**src/hw/dct_fmt_pkg.sv**
```systemverilog
// ----------------------------------------
// DCT number formats
// Fixed-point widths, rounding points and
// block geometry of the luminance DCT
// ----------------------------------------
`default_nettype none

package dct_fmt_pkg;

	// ----------------------------------------
	// Block geometry
	// ----------------------------------------
	localparam int pixel_w = 8;
	localparam int blk_n   = 8;
	localparam int idx_w   = 3;

	// Signed cosine coefficient, 14 fraction bits plus sign
	localparam int coef_w = 15;

	// ----------------------------------------
	// Row pass format
	// ----------------------------------------
	localparam int row_acc_w = 25;
	localparam int row_frac  = 12;
	localparam int row_res_w = 13;

	// ----------------------------------------
	// Column pass format
	// ----------------------------------------
	localparam int col_acc_w = 27;
	localparam int col_frac  = 16;
	localparam int out_w     = 11;

	// Level shift folded into the DC lane
	// 8 pixels of 128 times the DC coefficient 5793
	localparam logic signed [row_acc_w-1:0] dc_bias = 5932032;

	// Cycles from the last pixel of a block to output_enable
	localparam int pipe_lat = 5;

endpackage

`default_nettype wire

```
**src/hw/dct_block_seq.sv**
```systemverilog
// ----------------------------------------
// DCT block sequencer
// Pixel column and row position inside
// the current 8x8 block
// ----------------------------------------
`timescale 1ns/1ps
`default_nettype none

module dct_block_seq (
	input  logic                          clk,
	input  logic                          rst,
	input  logic                          enable,
	output logic [dct_fmt_pkg::idx_w-1:0] col_idx,
	output logic [dct_fmt_pkg::idx_w-1:0] row_idx,
	output logic                          row_last
);

	// ----------------------------------------
	// Position counters
	// ----------------------------------------

	// Both indices describe the pixel on data_in this cycle
	// A low enable returns the block to its first pixel,
	// so a broken block is never continued
	always_ff @(posedge clk) begin
		if (rst) begin
			col_idx <= '0;
			row_idx <= '0;
		end else if (!enable) begin
			col_idx <= '0;
			row_idx <= '0;
		end else begin
			// Column wraps every 8 pixels
			col_idx <= col_idx + 1'b1;
			// Row steps on the column wrap
			// and wraps itself at the block boundary
			if (row_last)
				row_idx <= row_idx + 1'b1;
		end
	end

	// ----------------------------------------
	// Boundary marks
	// ----------------------------------------

	// Column 7 is the all-ones index since blk_n is a power of two
	assign row_last = &col_idx;

endmodule

`default_nettype wire

```
**config.mk**
```make
export PLATFORM = sky130hd
export DESIGN_NAME = dct_block_seq
export DESIGN_NICKNAME = d
export VERILOG_FILES = /design/src/hw/dct_fmt_pkg.sv /design/src/hw/dct_block_seq.sv
export SDC_FILE = /design/constraint.sdc
export NUM_CORES = 1
export LEC_CHECK = 0
export ABC_AREA = 1
export BUFFER_PORTS_ARGS = -buffer_cell sky130_fd_sc_hd__buf_4
export CAP_MARGIN = 20
export CORE_AREA = 2 2 39 41
export CTS_CLUSTER_SIZE = 40
export DETAILED_ROUTE_END_ITERATION = 12
export DIE_AREA = 0 0 41 43
export GPL_ROUTABILITY_DRIVEN = 0
export PLACE_DENSITY_LB_ADDON = 0.1
export SLEW_MARGIN = 20
export SYNTH_ARGS = -nofsm -noshare
export SYNTH_HDL_FRONTEND = slang
export SYNTH_SLANG_ARGS = --single-unit
```
**constraint.sdc**
```tcl
create_clock -name clk -period 1.1 [get_ports clk]
set_input_delay 0.055 -clock clk [delete_from_list [all_inputs] [get_ports clk]]
set_output_delay 0.055 -clock clk [all_outputs]
set_load 0.01 [all_outputs]
```
# == Yosys cells after proc, flatten, opt, wreduce, memory -nomap -nowiden ==
# Index checks and enable logic that the tools add are counted.
# totals
regBits,6
out_inout_bits,7
input_bits,3
# classes
n_bitwise,1
add_sub_neg,2
n_reduce_logical,2
# ops
operator,n
$add A3 B1 Y3 const B,2
$reduce_and A3 Y1,1
$reduce_or A2 Y1,1
$not A1 Y1,1

# == Logic depth before layout (Yosys ltp) ==
# depth
depth_word,2
mapped_depth,5

# == Worst setup path after synthesis ==
# No wires, ideal clock.
# synth_path
kind,reg2reg
from,register col_idx[0] (netlist name)
to,register row_idx[2] (netlist name)
slack_ns,-0.025
required_time_ns,0.985
n_path_buf,0
setup_time_ns,0.115
path_stages_with_launch,6
arrival_time_ns,1.010
cell_sequence,dfxtp_1 -> ha_1 -> ha_1 -> nand3_1 -> nand2_1 -> nor2_1
# synth_between
elab_chain_cells,1
# synth_rtl
item,line,text
from (decl),dct_block_seq.sv:13,"output logic [dct_fmt_pkg::idx_w-1:0] col_idx,"
from (signal assigned),dct_block_seq.sv:34,col_idx <= col_idx + 1'b1;
$reduce_and A3 Y1,dct_block_seq.sv:47,assign row_last = &col_idx;
named net row_last,dct_block_seq.sv:15,output logic row_last
to (signal assigned),dct_block_seq.sv:38,row_idx <= row_idx + 1'b1;
to (decl),dct_block_seq.sv:14,"output logic [dct_fmt_pkg::idx_w-1:0] row_idx,"
# The timed path passes the listed nets, and every way through them passes these cells.
# A chain may end at the register's enable or synchronous reset.

# == Final worst setup path ==
# layout_path
from,register col_idx[1] (netlist name)
to,output port row_last
# layout_between
elab_chain_cells,1
# layout_rtl
item,line
$reduce_and A3 Y1,dct_block_seq.sv:47
to (decl),dct_block_seq.sv:15
# No other way between the ends.

==> results.json <==
{
  "ir_drop_mv": 0.664,
  "critPathKind": "flop to primary output",
  "remaining_drc_errors": 0,
  "path_clk_slew_ps": 40,
  "post-route-period-util_pct": 96.9,
  "clk_latency_ps": 240,
  "die_w_um": 41,
  "path_buf_inv": 1,
  "final-setup-viol-count": 0,
  "synthArstFlopShare_pct": 0,
  "vias_per_cell": 3.83,
  "diodes": 0,
  "hold_ws_ps": 65.2,
  "busiest_layer": "met2",
  "cts.htree.levels": 1,
  "ios": 10,
  "final_hold_viol_count": 0,
  "drv_cap": 0,
  "wl_per_cell_um": 8.25,
  "routed_wl_um": 495,
  "synth_flop_cell": "dfxtp_1",
  "antenna_found_initial": 0,
  "final.min_clock_period_ps": 1070,
  "vias": 230,
  "grt.total_usage_pct": 8.85,
  "power_leakage_nw": 0.183,
  "synth_area_leaders": "dfxtp_1 (49%), ha_1 (15%), nor2_1 (12%)",
  "use_met1_pct": 8.41,
  "antenna_left": 0,
  "grt_use_met3_pct": 7.85,
  "status": "finished, final reports clean",
  "fin_skew_ps": 6.55,
  "numCtsBuffers": 3,
  "final-max-slew-violation-count": 0,
  "grt_pass1_vias": 256,
  "placementRows": 14,
  "drtIter0Drc": 0,
  "drtPass1Iterations": 1,
  "grt_start_max_net_pins": 6,
  "hp-class": "primary input to flop",
  "synth_edf_count": 0,
  "layout-drive-gt1-share_pct": 43.2,
  "max_freq_mhz": 938,
  "slowest_stage": "dfxtp_2",
  "cp-start-kind": "flop",
  "cts-root-buf": "clkbuf_4",
  "grt_pass1_wl_um": 972,
  "nets": 52,
  "power.density_nw_per_um2": 1080,
  "path_cells": "ha_4, ha_4, buf_6",
  "syn_to_final_growth_pct": 68.5,
  "crit_required_ps": 1040,
  "critPathMaxFanout": 3,
  "initial_core_util_pct": 17.8,
  "fp.dieH_um": 43,
  "grt_remaining_overflow": 0,
  "tightestPinTransition_ps": 146,
  "synthCells": 30,
  "portBuffers": 9,
  "cpMostUsedCell": "ha_4",
  "endpoint_kind": "primary output",
  "path_delay_family": "flip-flops",
  "design_area_um2": 415,
  "core_um2": 1380,
  "synth_top_area_cell": "dfxtp_1",
  "arrival_ps": 1010,
  "yosysWarnings": 0,
  "yosysUniqueCellTypes": 8,
  "clk_path_buf_depth": 2,
  "rsz0062_at_grt": "true",
  "syn_area_per_cell_um2": 8.22,
  "place_area_um2": 337,
  "synth_common_cells": "nor2_1 (8), dfxtp_1 (6), inv_1 (5), nand2_1 (5), ha_1 (3)",
  "syn-cell-area_um2": 246,
  "use_met2_pct": 12.8,
  "dieArea_um2": 1760,
  "cpPeakStageDelay_ps": 330,
  "ys_seq_area_share_pct": 48.7,
  "numClockSinks": 6,
  "synthesis.nets": 36,
  "yosysMostFrequentCell": "nor2_1",
  "hpwl_um": 357,
  "yosys.area.top_type_share_pct": 48.7,
  "ys_ff_latch": 6,
  "slew_headroom_pct": 90.3,
  "cts_tree": "yes"
}
==> stage by stage <==
| stage | std cells | power [mW] | setup slack (ps) | TNS (ps) | utilization [%] |
|---|---|---|---|---|---|
| floorplan | 30 | 0.242 | 31.9 | 0 | - |
| global placement | 55 | 0.255 | 73.3 | 0 | 24.3 |
| detailed placement | 55 | 0.256 | 35.5 | 0 | 24.3 |
| CTS | 60 | 0.462 | 8.55 | 0 | 29.7 |
| global route | 60 | 0.484 | -6.27 | -6.27 | 30.0 |
| finish | 60 | 0.451 | 34.4 | 0 | 30.0 |
==> cell type report <==
type                       instances  area (µm²)
fill                             152         968
multi-input combinational         19         133
sequential                         6         123
timing repair buffer              11        98.8
clock buffer                       3        22.5
tap                               16        20.0
inverter                           5        18.8
==> flip-flops by register name, indices dropped and copies added (netlist names) <==
signal	flops
col_idx	3
row_idx	3
==> routing by layer <==
layer,wire (µm),vias to the layer above,share of wire (%)
met3,58,0,12
met1,177,101,36
met4,0,0,0
met2,259,9,52
met5,0,-,0
li1,-,120,-
==> cells by family after synthesis <==
kind of cell    share of synthesized area [%]
compound gates                           2.03
flops                                    48.7
simple gates                             26.4
fa+ha+maj                                15.2
buf+inv                                  7.62
==> final timing paths <==
check                   from          to  slack [ps]  cells past startpoint
setup / recovery  col_idx[1]    row_last          30                      3
hold / removal           rst  row_idx[0]          70                      4
setup reg to reg  col_idx[1]  row_idx[2]          40                      5
hold reg to reg   row_idx[1]  row_idx[1]         500                      2
==> power breakdown <==
| part | switching (mW) | total, mW | internal, mW |
|---|---|---|---|
| combinational | 0.0147 | 0.0325 | 0.0178 |
| sequential | 0.00345 | 0.226 | 0.223 |
| clock | 0.0692 | 0.192 | 0.123 |
| total | 0.0873 | 0.451 | 0.363 |
==> tightest hold or removal path, cell delays in order <==
cell and delay (ps):
buf_4 90, nor2_4 40, nand2_1 50, nor2_1 30
==> cells in the final DEF (no fill, tap or decap), drive strengths merged <==
cell	instances
nand3	1
nand2	5
ha	3
a21oi	1
buf	11
clkbuf	3
nor2	9
dfxtp	6
inv	5
==> what timing repair did <==
item,in CTS,in global routing
hold buffers,0,0
pin swaps,0,1
buffers inserted,2,0
endpoints found under the setup margin,1,1
gates cloned,0,0
gates resized for setup,5,1
No activity file was read; power rests on OpenSTA's default activity.
