<file path="src/hw/dct_fmt_pkg.sv">
// ----------------------------------------
// DCT number formats
// Fixed-point widths, rounding points and
// block geometry of the luminance DCT
// ----------------------------------------
`default_nettype none

package dct_fmt_pkg;

	// ----------------------------------------
	// Block geometry
	// ----------------------------------------
	localparam int pixel_w = 8;
	localparam int blk_n   = 8;
	localparam int idx_w   = 3;

	// Signed cosine coefficient, 14 fraction bits plus sign
	localparam int coef_w = 15;

	// ----------------------------------------
	// Row pass format
	// ----------------------------------------
	localparam int row_acc_w = 25;
	localparam int row_frac  = 12;
	localparam int row_res_w = 13;

	// ----------------------------------------
	// Column pass format
	// ----------------------------------------
	localparam int col_acc_w = 27;
	localparam int col_frac  = 16;
	localparam int out_w     = 11;

	// Level shift folded into the DC lane
	// 8 pixels of 128 times the DC coefficient 5793
	localparam logic signed [row_acc_w-1:0] dc_bias = 5932032;

	// Cycles from the last pixel of a block to output_enable
	localparam int pipe_lat = 5;

endpackage

`default_nettype wire

</file>
<file path="src/hw/dct_coef_pkg.sv">
// ----------------------------------------
// DCT cosine table
// 8x8 forward DCT-II basis in Q14 form
// ----------------------------------------
`default_nettype none

package dct_coef_pkg;

	// Basis magnitudes, 2^14 times the orthonormal values
	localparam logic signed [dct_fmt_pkg::coef_w-1:0] c0 = 5793;
	localparam logic signed [dct_fmt_pkg::coef_w-1:0] c1 = 8035;
	localparam logic signed [dct_fmt_pkg::coef_w-1:0] c2 = 7568;
	localparam logic signed [dct_fmt_pkg::coef_w-1:0] c3 = 6811;
	localparam logic signed [dct_fmt_pkg::coef_w-1:0] c5 = 4551;
	localparam logic signed [dct_fmt_pkg::coef_w-1:0] c6 = 3135;
	localparam logic signed [dct_fmt_pkg::coef_w-1:0] c7 = 1598;

	// Coefficient for frequency u at sample x
	function automatic logic signed [dct_fmt_pkg::coef_w-1:0] cos_coef(
		input logic [dct_fmt_pkg::idx_w-1:0] u,
		input logic [dct_fmt_pkg::idx_w-1:0] x
	);
		logic [6:0] phase;
		logic [4:0] k;
		logic [4:0] m;
		logic       neg;
		logic signed [dct_fmt_pkg::coef_w-1:0] mag;
		// Angle (2x+1)u in units of pi/16, one full turn is 32
		phase = {3'b000, x, 1'b1} * {4'b0000, u};
		k = phase[4:0];
		// Cosine is even, fold the lower half turn onto 0..16
		if (k > 5'd16)
			k = 5'd0 - k;
		// Second quadrant turns negative
		neg = (k > 5'd8);
		m = neg ? (5'd16 - k) : k;
		case (m)
			5'd0, 5'd4: mag = c0;
			5'd1:       mag = c1;
			5'd2:       mag = c2;
			5'd3:       mag = c3;
			5'd5:       mag = c5;
			5'd6:       mag = c6;
			5'd7:       mag = c7;
			default:    mag = '0;
		endcase
		return neg ? -mag : mag;
	endfunction

endpackage

`default_nettype wire

</file>
<file path="src/hw/dct_row_stage.sv">
// ----------------------------------------
// DCT row pass
// Eight MAC lanes, DC level shift and
// rounding of each row result to 13 bits
// ----------------------------------------
`timescale 1ns/1ps
`default_nettype none

module dct_row_stage (
	input  logic                                                clk,
	input  logic                                                rst,
	input  logic                                                enable,
	input  logic [dct_fmt_pkg::pixel_w-1:0]                     data_in,
	input  logic [dct_fmt_pkg::idx_w-1:0]                       col_idx,
	input  logic [dct_fmt_pkg::idx_w-1:0]                       row_idx,
	input  logic                                                row_last,
	output logic [dct_fmt_pkg::blk_n*dct_fmt_pkg::row_res_w-1:0] row_res,
	output logic                                                row_valid,
	output logic [dct_fmt_pkg::idx_w-1:0]                       row_num
);

	// Pixel and its eight basis values
	logic [dct_fmt_pkg::pixel_w-1:0]                pix_q;
	logic signed [dct_fmt_pkg::coef_w-1:0]          cq [dct_fmt_pkg::blk_n];
	logic signed [dct_fmt_pkg::row_acc_w-1:0]       prod [dct_fmt_pkg::blk_n];
	logic signed [dct_fmt_pkg::row_acc_w-1:0]       acc [dct_fmt_pkg::blk_n];
	logic signed [dct_fmt_pkg::row_acc_w-1:0]       cen [dct_fmt_pkg::blk_n];
	// Delay line flags
	logic                                           s1_vld;
	logic                                           s1_first;
	logic                                           s1_last;
	logic [dct_fmt_pkg::idx_w-1:0]                  s1_row;
	logic                                           s2_last;
	logic [dct_fmt_pkg::idx_w-1:0]                  s2_row;

	// ----------------------------------------
	// Input register
	// ----------------------------------------
	always_ff @(posedge clk) begin
		pix_q    <= data_in;
		s1_first <= (col_idx == '0);
		s1_row   <= row_idx;
		// Basis column for this sample position
		for (int u = 0; u < dct_fmt_pkg::blk_n; u++)
			cq[u] <= dct_coef_pkg::cos_coef(u[dct_fmt_pkg::idx_w-1:0], col_idx);
	end

	// Unsigned pixel times signed coefficient
	always_comb begin
		logic signed [dct_fmt_pkg::row_acc_w-1:0] pix_ext;
		logic signed [dct_fmt_pkg::row_acc_w-1:0] cf_ext;
		pix_ext = {{(dct_fmt_pkg::row_acc_w-dct_fmt_pkg::pixel_w){1'b0}}, pix_q};
		for (int u = 0; u < dct_fmt_pkg::blk_n; u++) begin
			cf_ext = {{(dct_fmt_pkg::row_acc_w-dct_fmt_pkg::coef_w){cq[u][dct_fmt_pkg::coef_w-1]}},
				cq[u]};
			prod[u] = pix_ext * cf_ext;
		end
	end

	// ----------------------------------------
	// Accumulate, reload on column 0
	// ----------------------------------------
	always_ff @(posedge clk) begin
		if (s1_vld) begin
			for (int u = 0; u < dct_fmt_pkg::blk_n; u++)
				acc[u] <= s1_first ? prod[u] : acc[u] + prod[u];
		end
		s2_row <= s1_row;
	end

	// Lane 0 alone carries the level shift of the 128 bias
	always_comb begin
		for (int u = 0; u < dct_fmt_pkg::blk_n; u++)
			cen[u] = (u == 0) ? acc[u] - dct_fmt_pkg::dc_bias : acc[u];
	end

	// ----------------------------------------
	// Round and hold
	// ----------------------------------------
	always_ff @(posedge clk) begin
		if (s2_last) begin
			for (int u = 0; u < dct_fmt_pkg::blk_n; u++)
				row_res[u*dct_fmt_pkg::row_res_w +: dct_fmt_pkg::row_res_w] <=
					cen[u][dct_fmt_pkg::row_frac +: dct_fmt_pkg::row_res_w] +
					{{(dct_fmt_pkg::row_res_w-1){1'b0}}, cen[u][dct_fmt_pkg::row_frac-1]};
			row_num <= s2_row;
		end
	end

	// Valid flags
	// A cycle without enable never enters the pipe
	always_ff @(posedge clk) begin
		if (rst) begin
			s1_vld    <= 1'b0;
			s1_last   <= 1'b0;
			s2_last   <= 1'b0;
			row_valid <= 1'b0;
		end else begin
			s1_vld    <= enable;
			s1_last   <= enable && row_last;
			s2_last   <= s1_last;
			row_valid <= s2_last;
		end
	end

endmodule

`default_nettype wire

</file>
<file path="config.mk">
export PLATFORM = sky130hd
export DESIGN_NAME = dct_row_stage
export DESIGN_NICKNAME = d
export VERILOG_FILES = /design/src/hw/dct_fmt_pkg.sv /design/src/hw/dct_coef_pkg.sv /design/src/hw/dct_row_stage.sv
export SDC_FILE = /design/constraint.sdc
export NUM_CORES = 2
export LEC_CHECK = 0
export ABC_AREA = 1
export BUFFER_PORTS_ARGS = -buffer_cell sky130_fd_sc_hd__buf_2
export CAP_MARGIN = 20
export CORE_AREA = 3 3 306 308
export CTS_BUF_LIST = sky130_fd_sc_hd__clkbuf_4 sky130_fd_sc_hd__clkbuf_8
export DETAILED_ROUTE_END_ITERATION = 10
export DIE_AREA = 0 0 309 311
export GPL_TIMING_DRIVEN = 0
export PLACE_DENSITY = 0.82
export SYNTH_ARGS = -nofsm -noshare
export SYNTH_HDL_FRONTEND = slang
export SYNTH_SLANG_ARGS = --single-unit
export TNS_END_PERCENT = 5
</file>
<file path="constraint.sdc">
create_clock -name clk -period 8.15 [get_ports clk]
set_input_delay 0.815 -clock clk [delete_from_list [all_inputs] [get_ports clk]]
set_output_delay 0.815 -clock clk [all_outputs]
set_load 0.005 [all_outputs]
</file>
; Word-level counts from Yosys, hierarchy flattened
; Memories as Yosys holds them, arrays and structs flattened.
; Index checks and enable logic that the tools add are counted.
; W data, S select, Z words.
[classes]
mux = 38
n_mul = 12
reduce_logical = 9
n_lt_le_gt_ge = 14
n_addsub = 38
[op_table]
columns = operator, count
row1 = $mux W15, 14
row2 = $add A25 B24 Y25, 8
row3 = $mux W25, 8
row4 = $mul A9 B15 Y24, 8
row5 = $neg A15 Y15, 7
row6 = $add A13 B1 Y13, 8
row7 = $mux W5, 14
row8 = $gt A5 B4 Y1 const B, 7
row9 = $sub A5 B5 Y5 const A, 7
row10 = $gt A5 B5 Y1 const B, 6
row11 = $sub A1 B5 Y5 const A, 6
row12 = $sub A25 B24 Y25 const B, 1
row13 = $logic_not A2 Y1, 7
row14 = $mul A4 B3 Y5 const B, 2
row15 = $gt A4 B5 Y1 const B, 1
row16 = $mul A4 B2 Y5 const B, 1
row17 = $sub A1 B4 Y5 const A, 1
row18 = $mul A4 B2 Y4 const B, 1
row19 = $logic_not A3 Y1, 1
row20 = $mux W1, 2
row21 = $logic_and A1 B1 Y1, 1
[totals]
wordCells = 131
mem_count = 10
ff_bits = 126
rom_bits = 832
mem_bits_rw = 320
[memory_table]
columns = memory, depth, word_bits, rd, rd_ports_with_merged_regs, wr, line
row1 = acc, 8, 25, 8, 0, 8, dct_row_stage.sv:26  ; logic signed [dct_fmt_pkg::row_acc_w-1:0] acc [dct_fmt_pkg::blk_n];
row2 = cq, 8, 15, 8, 0, 8, dct_row_stage.sv:24  ; logic signed [dct_fmt_pkg::coef_w-1:0] cq [dct_fmt_pkg::blk_n];
row3 = (no name shown), 8, 13, 1, 0, 0, dct_coef_pkg.sv:37  ; case (m)
row4 = (no name shown), 8, 13, 1, 0, 0, dct_coef_pkg.sv:37
row5 = (no name shown), 8, 13, 1, 0, 0, dct_coef_pkg.sv:37
row6 = (no name shown), 8, 13, 1, 0, 0, dct_coef_pkg.sv:37
row7 = 4 more memories, -, -, -, -, -, -

; Logic depth before layout (Yosys ltp)
[depth]
word_depth = 9
mapped_depth = 40

; Worst setup path after synthesis
; Ideal clock, no wire load.
[synth_path]
path_type = reg-to-reg
from = register pix_q[2] in the netlist's numbering
to = memory acc[0][97] in the netlist's numbering, data pin
slack_ps = 2017
path_stages_with_launch = 28
setup_ps = 254
t_required_ps = 7896
arrival_time_ps = 5879
path_cell_list = dfxtp_1 clkbuf_1 buf_2 buf_1 nand2_1 fa_1 inv_1 fa_1 fa_1 inv_1 fa_1 inv_1 ha_1 a21oi_1 nor2_1 nor2_1 inv_1 a21oi_1 nand3b_1 and2_1 ha_1 a21oi_1 nor2_1 or2_2 a21oi_1 nand4_1 nand3_1 nand2_1
[synth_lines]
columns = item, line
row1 = "start, declared", dct_row_stage.sv:23  ; logic [dct_fmt_pkg::pixel_w-1:0] pix_q;
row2 = "start signal, assigned", dct_row_stage.sv:40  ; pix_q <= data_in;
row3 = "end, declared", dct_row_stage.sv:26

==> reports/qor.csv <==
stage;metric;value;unit
clocking;Max clock buf depth;3;
logic_synthesis;area share of the leading cell type in the synthesized netlist;0.2187;
setup_path;Setup Crit Path Kind;register to register;
logic_synthesis;synth cell count leaders;nand2_1 (1905), inv_1 (1783), fa_1 (646);
min_path;Hold WC Path Type;input port to register;
clocking;clk sinks;384;
sta;Tmin final;7947;ps
sta;PnR worst setup slack;203.1;ps
die;IO Pins;126;
placement;input/output buffers;125;
setup_path;critical path's slowest cell;dfxtp_1;
flow_run;total of max-cap violations;0;
sta;Fin Setup TNS;0;ps
sta;clk_skew;69.38;ps
sta;RSZ-0062 raised after global routing;false;
logic_synthesis;most common cell in the synthesized netlist;nand2_1;
layout;cell area after layout;63490;um^2
layout;ratio of cells with drive above 1 in the final layout;0.06354;
detailed_routing;drt first pass iters;7;
setup_path;crit path max fanout;10;
global_routing;GRT Total Usage;0.3616;
logic_synthesis;Main synth FF type;edfxtp_1;
logic_synthesis;Synth Net Count;9122;
layout;Sequential cell area;10770;um^2
global_routing;first-pass GRT wire length;272700;um
detailed_routing;DR WL/cell;18.57;um
clocking;CTS root buf;clkbuf_8;
logic_synthesis;Syn Std Cell Area;59130;um^2
setup_path;Crit path largest cell delay;820;ps
global_routing;antenna violations before repair;9;
logic_synthesis;Synth async-reset ratio;0;
placement;Detail Placement HPWL;142700;um
global_routing;GRT Residual Overflow;0;
logic_synthesis;Mapped Cells;7833;
detailed_routing;Total Wirelength;172900;um
sta;fmax;125.8;MHz
placement;Post-DP Area;61760;um^2
logic_synthesis;post-synth top area cell;fa_1;
global_routing;largest net degree at the start of global routing;68;
placement;DP Worst Slack;-261.3;ps
sta;Worst Max-Slew Pin Slew;1213;ps
setup_path;CP Capture Type;register;
die;DIE AREA;96100;um^2
detailed_routing;via count;52740;
outcome;status;complete, no violations;
detailed_routing;post-route ant nets;0;
clocking;Worst-Skew Late Latency;750;ps
detailed_routing;DRC;0;
layout;FILL cells;7437;
sta;max_slew headroom;0.1915;
setup_path;Worst EP required;8610;ps
die;# rows;111;
layout;end-of-flow core utilization;0.6947;
clocking;htree depth;3;
layout;footprint of the multi-input gates;40930;um^2
sta;Final Cycle Share;0.9751;
die;Die Y;311;um
layout;Layout Nets;9350;
layout;Layout area overhead;7.381;%
setup_path;Most common cell on crit path;nand2_1;
logic_synthesis;Post-synth EDFFs;307;
die;Initial Util;0.6470;
detailed_routing;vias per inst;5.665;
sta;Slew Viols, Final;0;
sta;Hold Vio Cnt, Final;0;
clocking;Hold Buf Count CTS;0;
logic_synthesis;number of library cell types mapped by synthesis;53;
global_routing;vias in the first global route;51970;
placement;Placer Congestion;1.001;
logic_synthesis;yosys warns;0;
setup_path;CP arrival;8410;ps
sta;Setup Viol. Count Final;0;
clocking;Clock transition at path regs;60;ps
clocking;TritonCTS buffer count;74;
die;die span in x;309;um
clocking;CTS tree;built;
logic_synthesis;Seq/Total Area, Yosys;0.1820;
logic_synthesis;Avg Inst Size Synth;7.548;um^2
setup_path;CP startpoint kind;register;
detailed_routing;DRT iter0 DRCs;5783;
die;core area;91390;um^2
logic_synthesis;top cells by area, synth;fa_1 (22%), edfxtp_1 (16%), ha_1 (13%);
logic_synthesis;synthesized flop and latch total;384;
[timing repair]
action,in CTS,in global routing
gates resized for setup,3,19
endpoints found under the hold margin,0,0
setup endpoints to repair,30,49
pin swaps,0,0
buffers inserted,0,0
[placed cells by master (no fill, tap or decap), types with 12 or more instances in the layout]
| cell type | synthesis | layout |
|---|---|---|
| xor2_1 | 182 | 182 |
| o21ai_0 | 277 | 276 |
| nand3b_1 | 34 | 34 |
| nor3_2 | 12 | 12 |
| nand4_1 | 106 | 106 |
| buf_1 | 30 | 14 |
| a31oi_1 | 23 | 23 |
| o21ai_1 | 16 | 17 |
| a21o_1 | 23 | 23 |
| nor2_1 | 445 | 445 |
| edfxtp_1 | 307 | 307 |
| a21oi_1 | 382 | 382 |
| nand2_1 | 1905 | 1905 |
| ha_1 | 625 | 625 |
| or2_2 | 41 | 41 |
| clkinv_2 | 0 | 13 |
| o21a_1 | 18 | 18 |
| nor3_1 | 54 | 54 |
| buf_2 | 19 | 144 |
| clkbuf_1 | 73 | 68 |
| inv_2 | 13 | 13 |
| clkbuf_8 | 0 | 85 |
| dfxtp_1 | 77 | 74 |
| buf_8 | 0 | 20 |
| inv_1 | 1783 | 1783 |
| nand3_1 | 392 | 392 |
| and2_1 | 47 | 47 |
| o21bai_1 | 46 | 46 |
| clkbuf_4 | 0 | 18 |
| fa_1 | 646 | 646 |
| clkbuf_2 | 37 | 51 |
| nand2_2 | 39 | 39 |
| xnor2_1 | 70 | 70 |
[per-layer routing]
metal  track usage  up-vias  wire (um)
li1              -    24790          -
met1        0.4781    24900      67710
met2        0.5521     2522      74950
met3       0.08576      519      19950
met4        0.1919        4      10300
met5             0        -         24
[flip-flops by register name (all words and copies together), names as in the netlist, 3 cells and up]
name     flops
row_res    104
s2_row       3
cq          58
s1_row       3
row_num      3
pix_q        8
acc        200
[worst paths after layout]
check                          from                    to  slack (ps)  depth (start not counted)
setup / recovery   pix_q[4]$_DFF_P_  acc[0][47]$_DFFE_PP_         200                         28
hold / removal           data_in[2]      pix_q[2]$_DFF_P_         210                          1
setup reg to reg   pix_q[4]$_DFF_P_  acc[0][47]$_DFFE_PP_         200                         28
hold reg to reg   s1_row[1]$_DFF_P_     s2_row[1]$_DFF_P_         330                          0
[kinds of logic (layout without fill, tap and decap cells)]
group	after synthesis	after routing	share of synthesized area
buf+inv	1959	2247	0.1258
simple gates	3123	3123	0.2241
other cells	0	3	0
xor+xnor	260	260	0.03953
flops	384	384	0.1820
fa+ha+maj	1271	1271	0.3510
compound gates	836	836	0.07758
[cell type report]
cell class | count | share of cell area
Buffer | 158 | 0.01113
Tap cell | 1186 | 0.02337
Clock buffer | 100 | 0.02020
Clock inverter | 36 | 0.005853
Inverter | 1797 | 0.1062
Antenna cell | 3 | 0.0001182
Multi-Input combinational cell | 5490 | 0.6446
Sequential cell | 384 | 0.1696
Timing Repair Buffer | 156 | 0.01884
[metrics by stage]
| stage | hold slack, ps | instances |
|---|---|---|
| 2_1_floorplan | 309.6 | 7833 |
| 3_5_place_dp | 312.1 | 9171 |
| 6_report | 209.7 | 9310 |
| 4_1_cts | 170.6 | 9305 |
| 3_3_place_gp | 311.1 | 9144 |
| 5_1_grt | 194.2 | 9308 |
[critical path: cells and delay by family (launching register included)]
kind            cells  cell delay [ps]
fa+ha+maj           6             2810
buf+inv             7             1510
simple gates       11             1470
compound gates      4             1060
flops               1              820
Power is not shown: default switching activity piles up to over one toggle a cycle in this logic, so the estimate is an artifact.
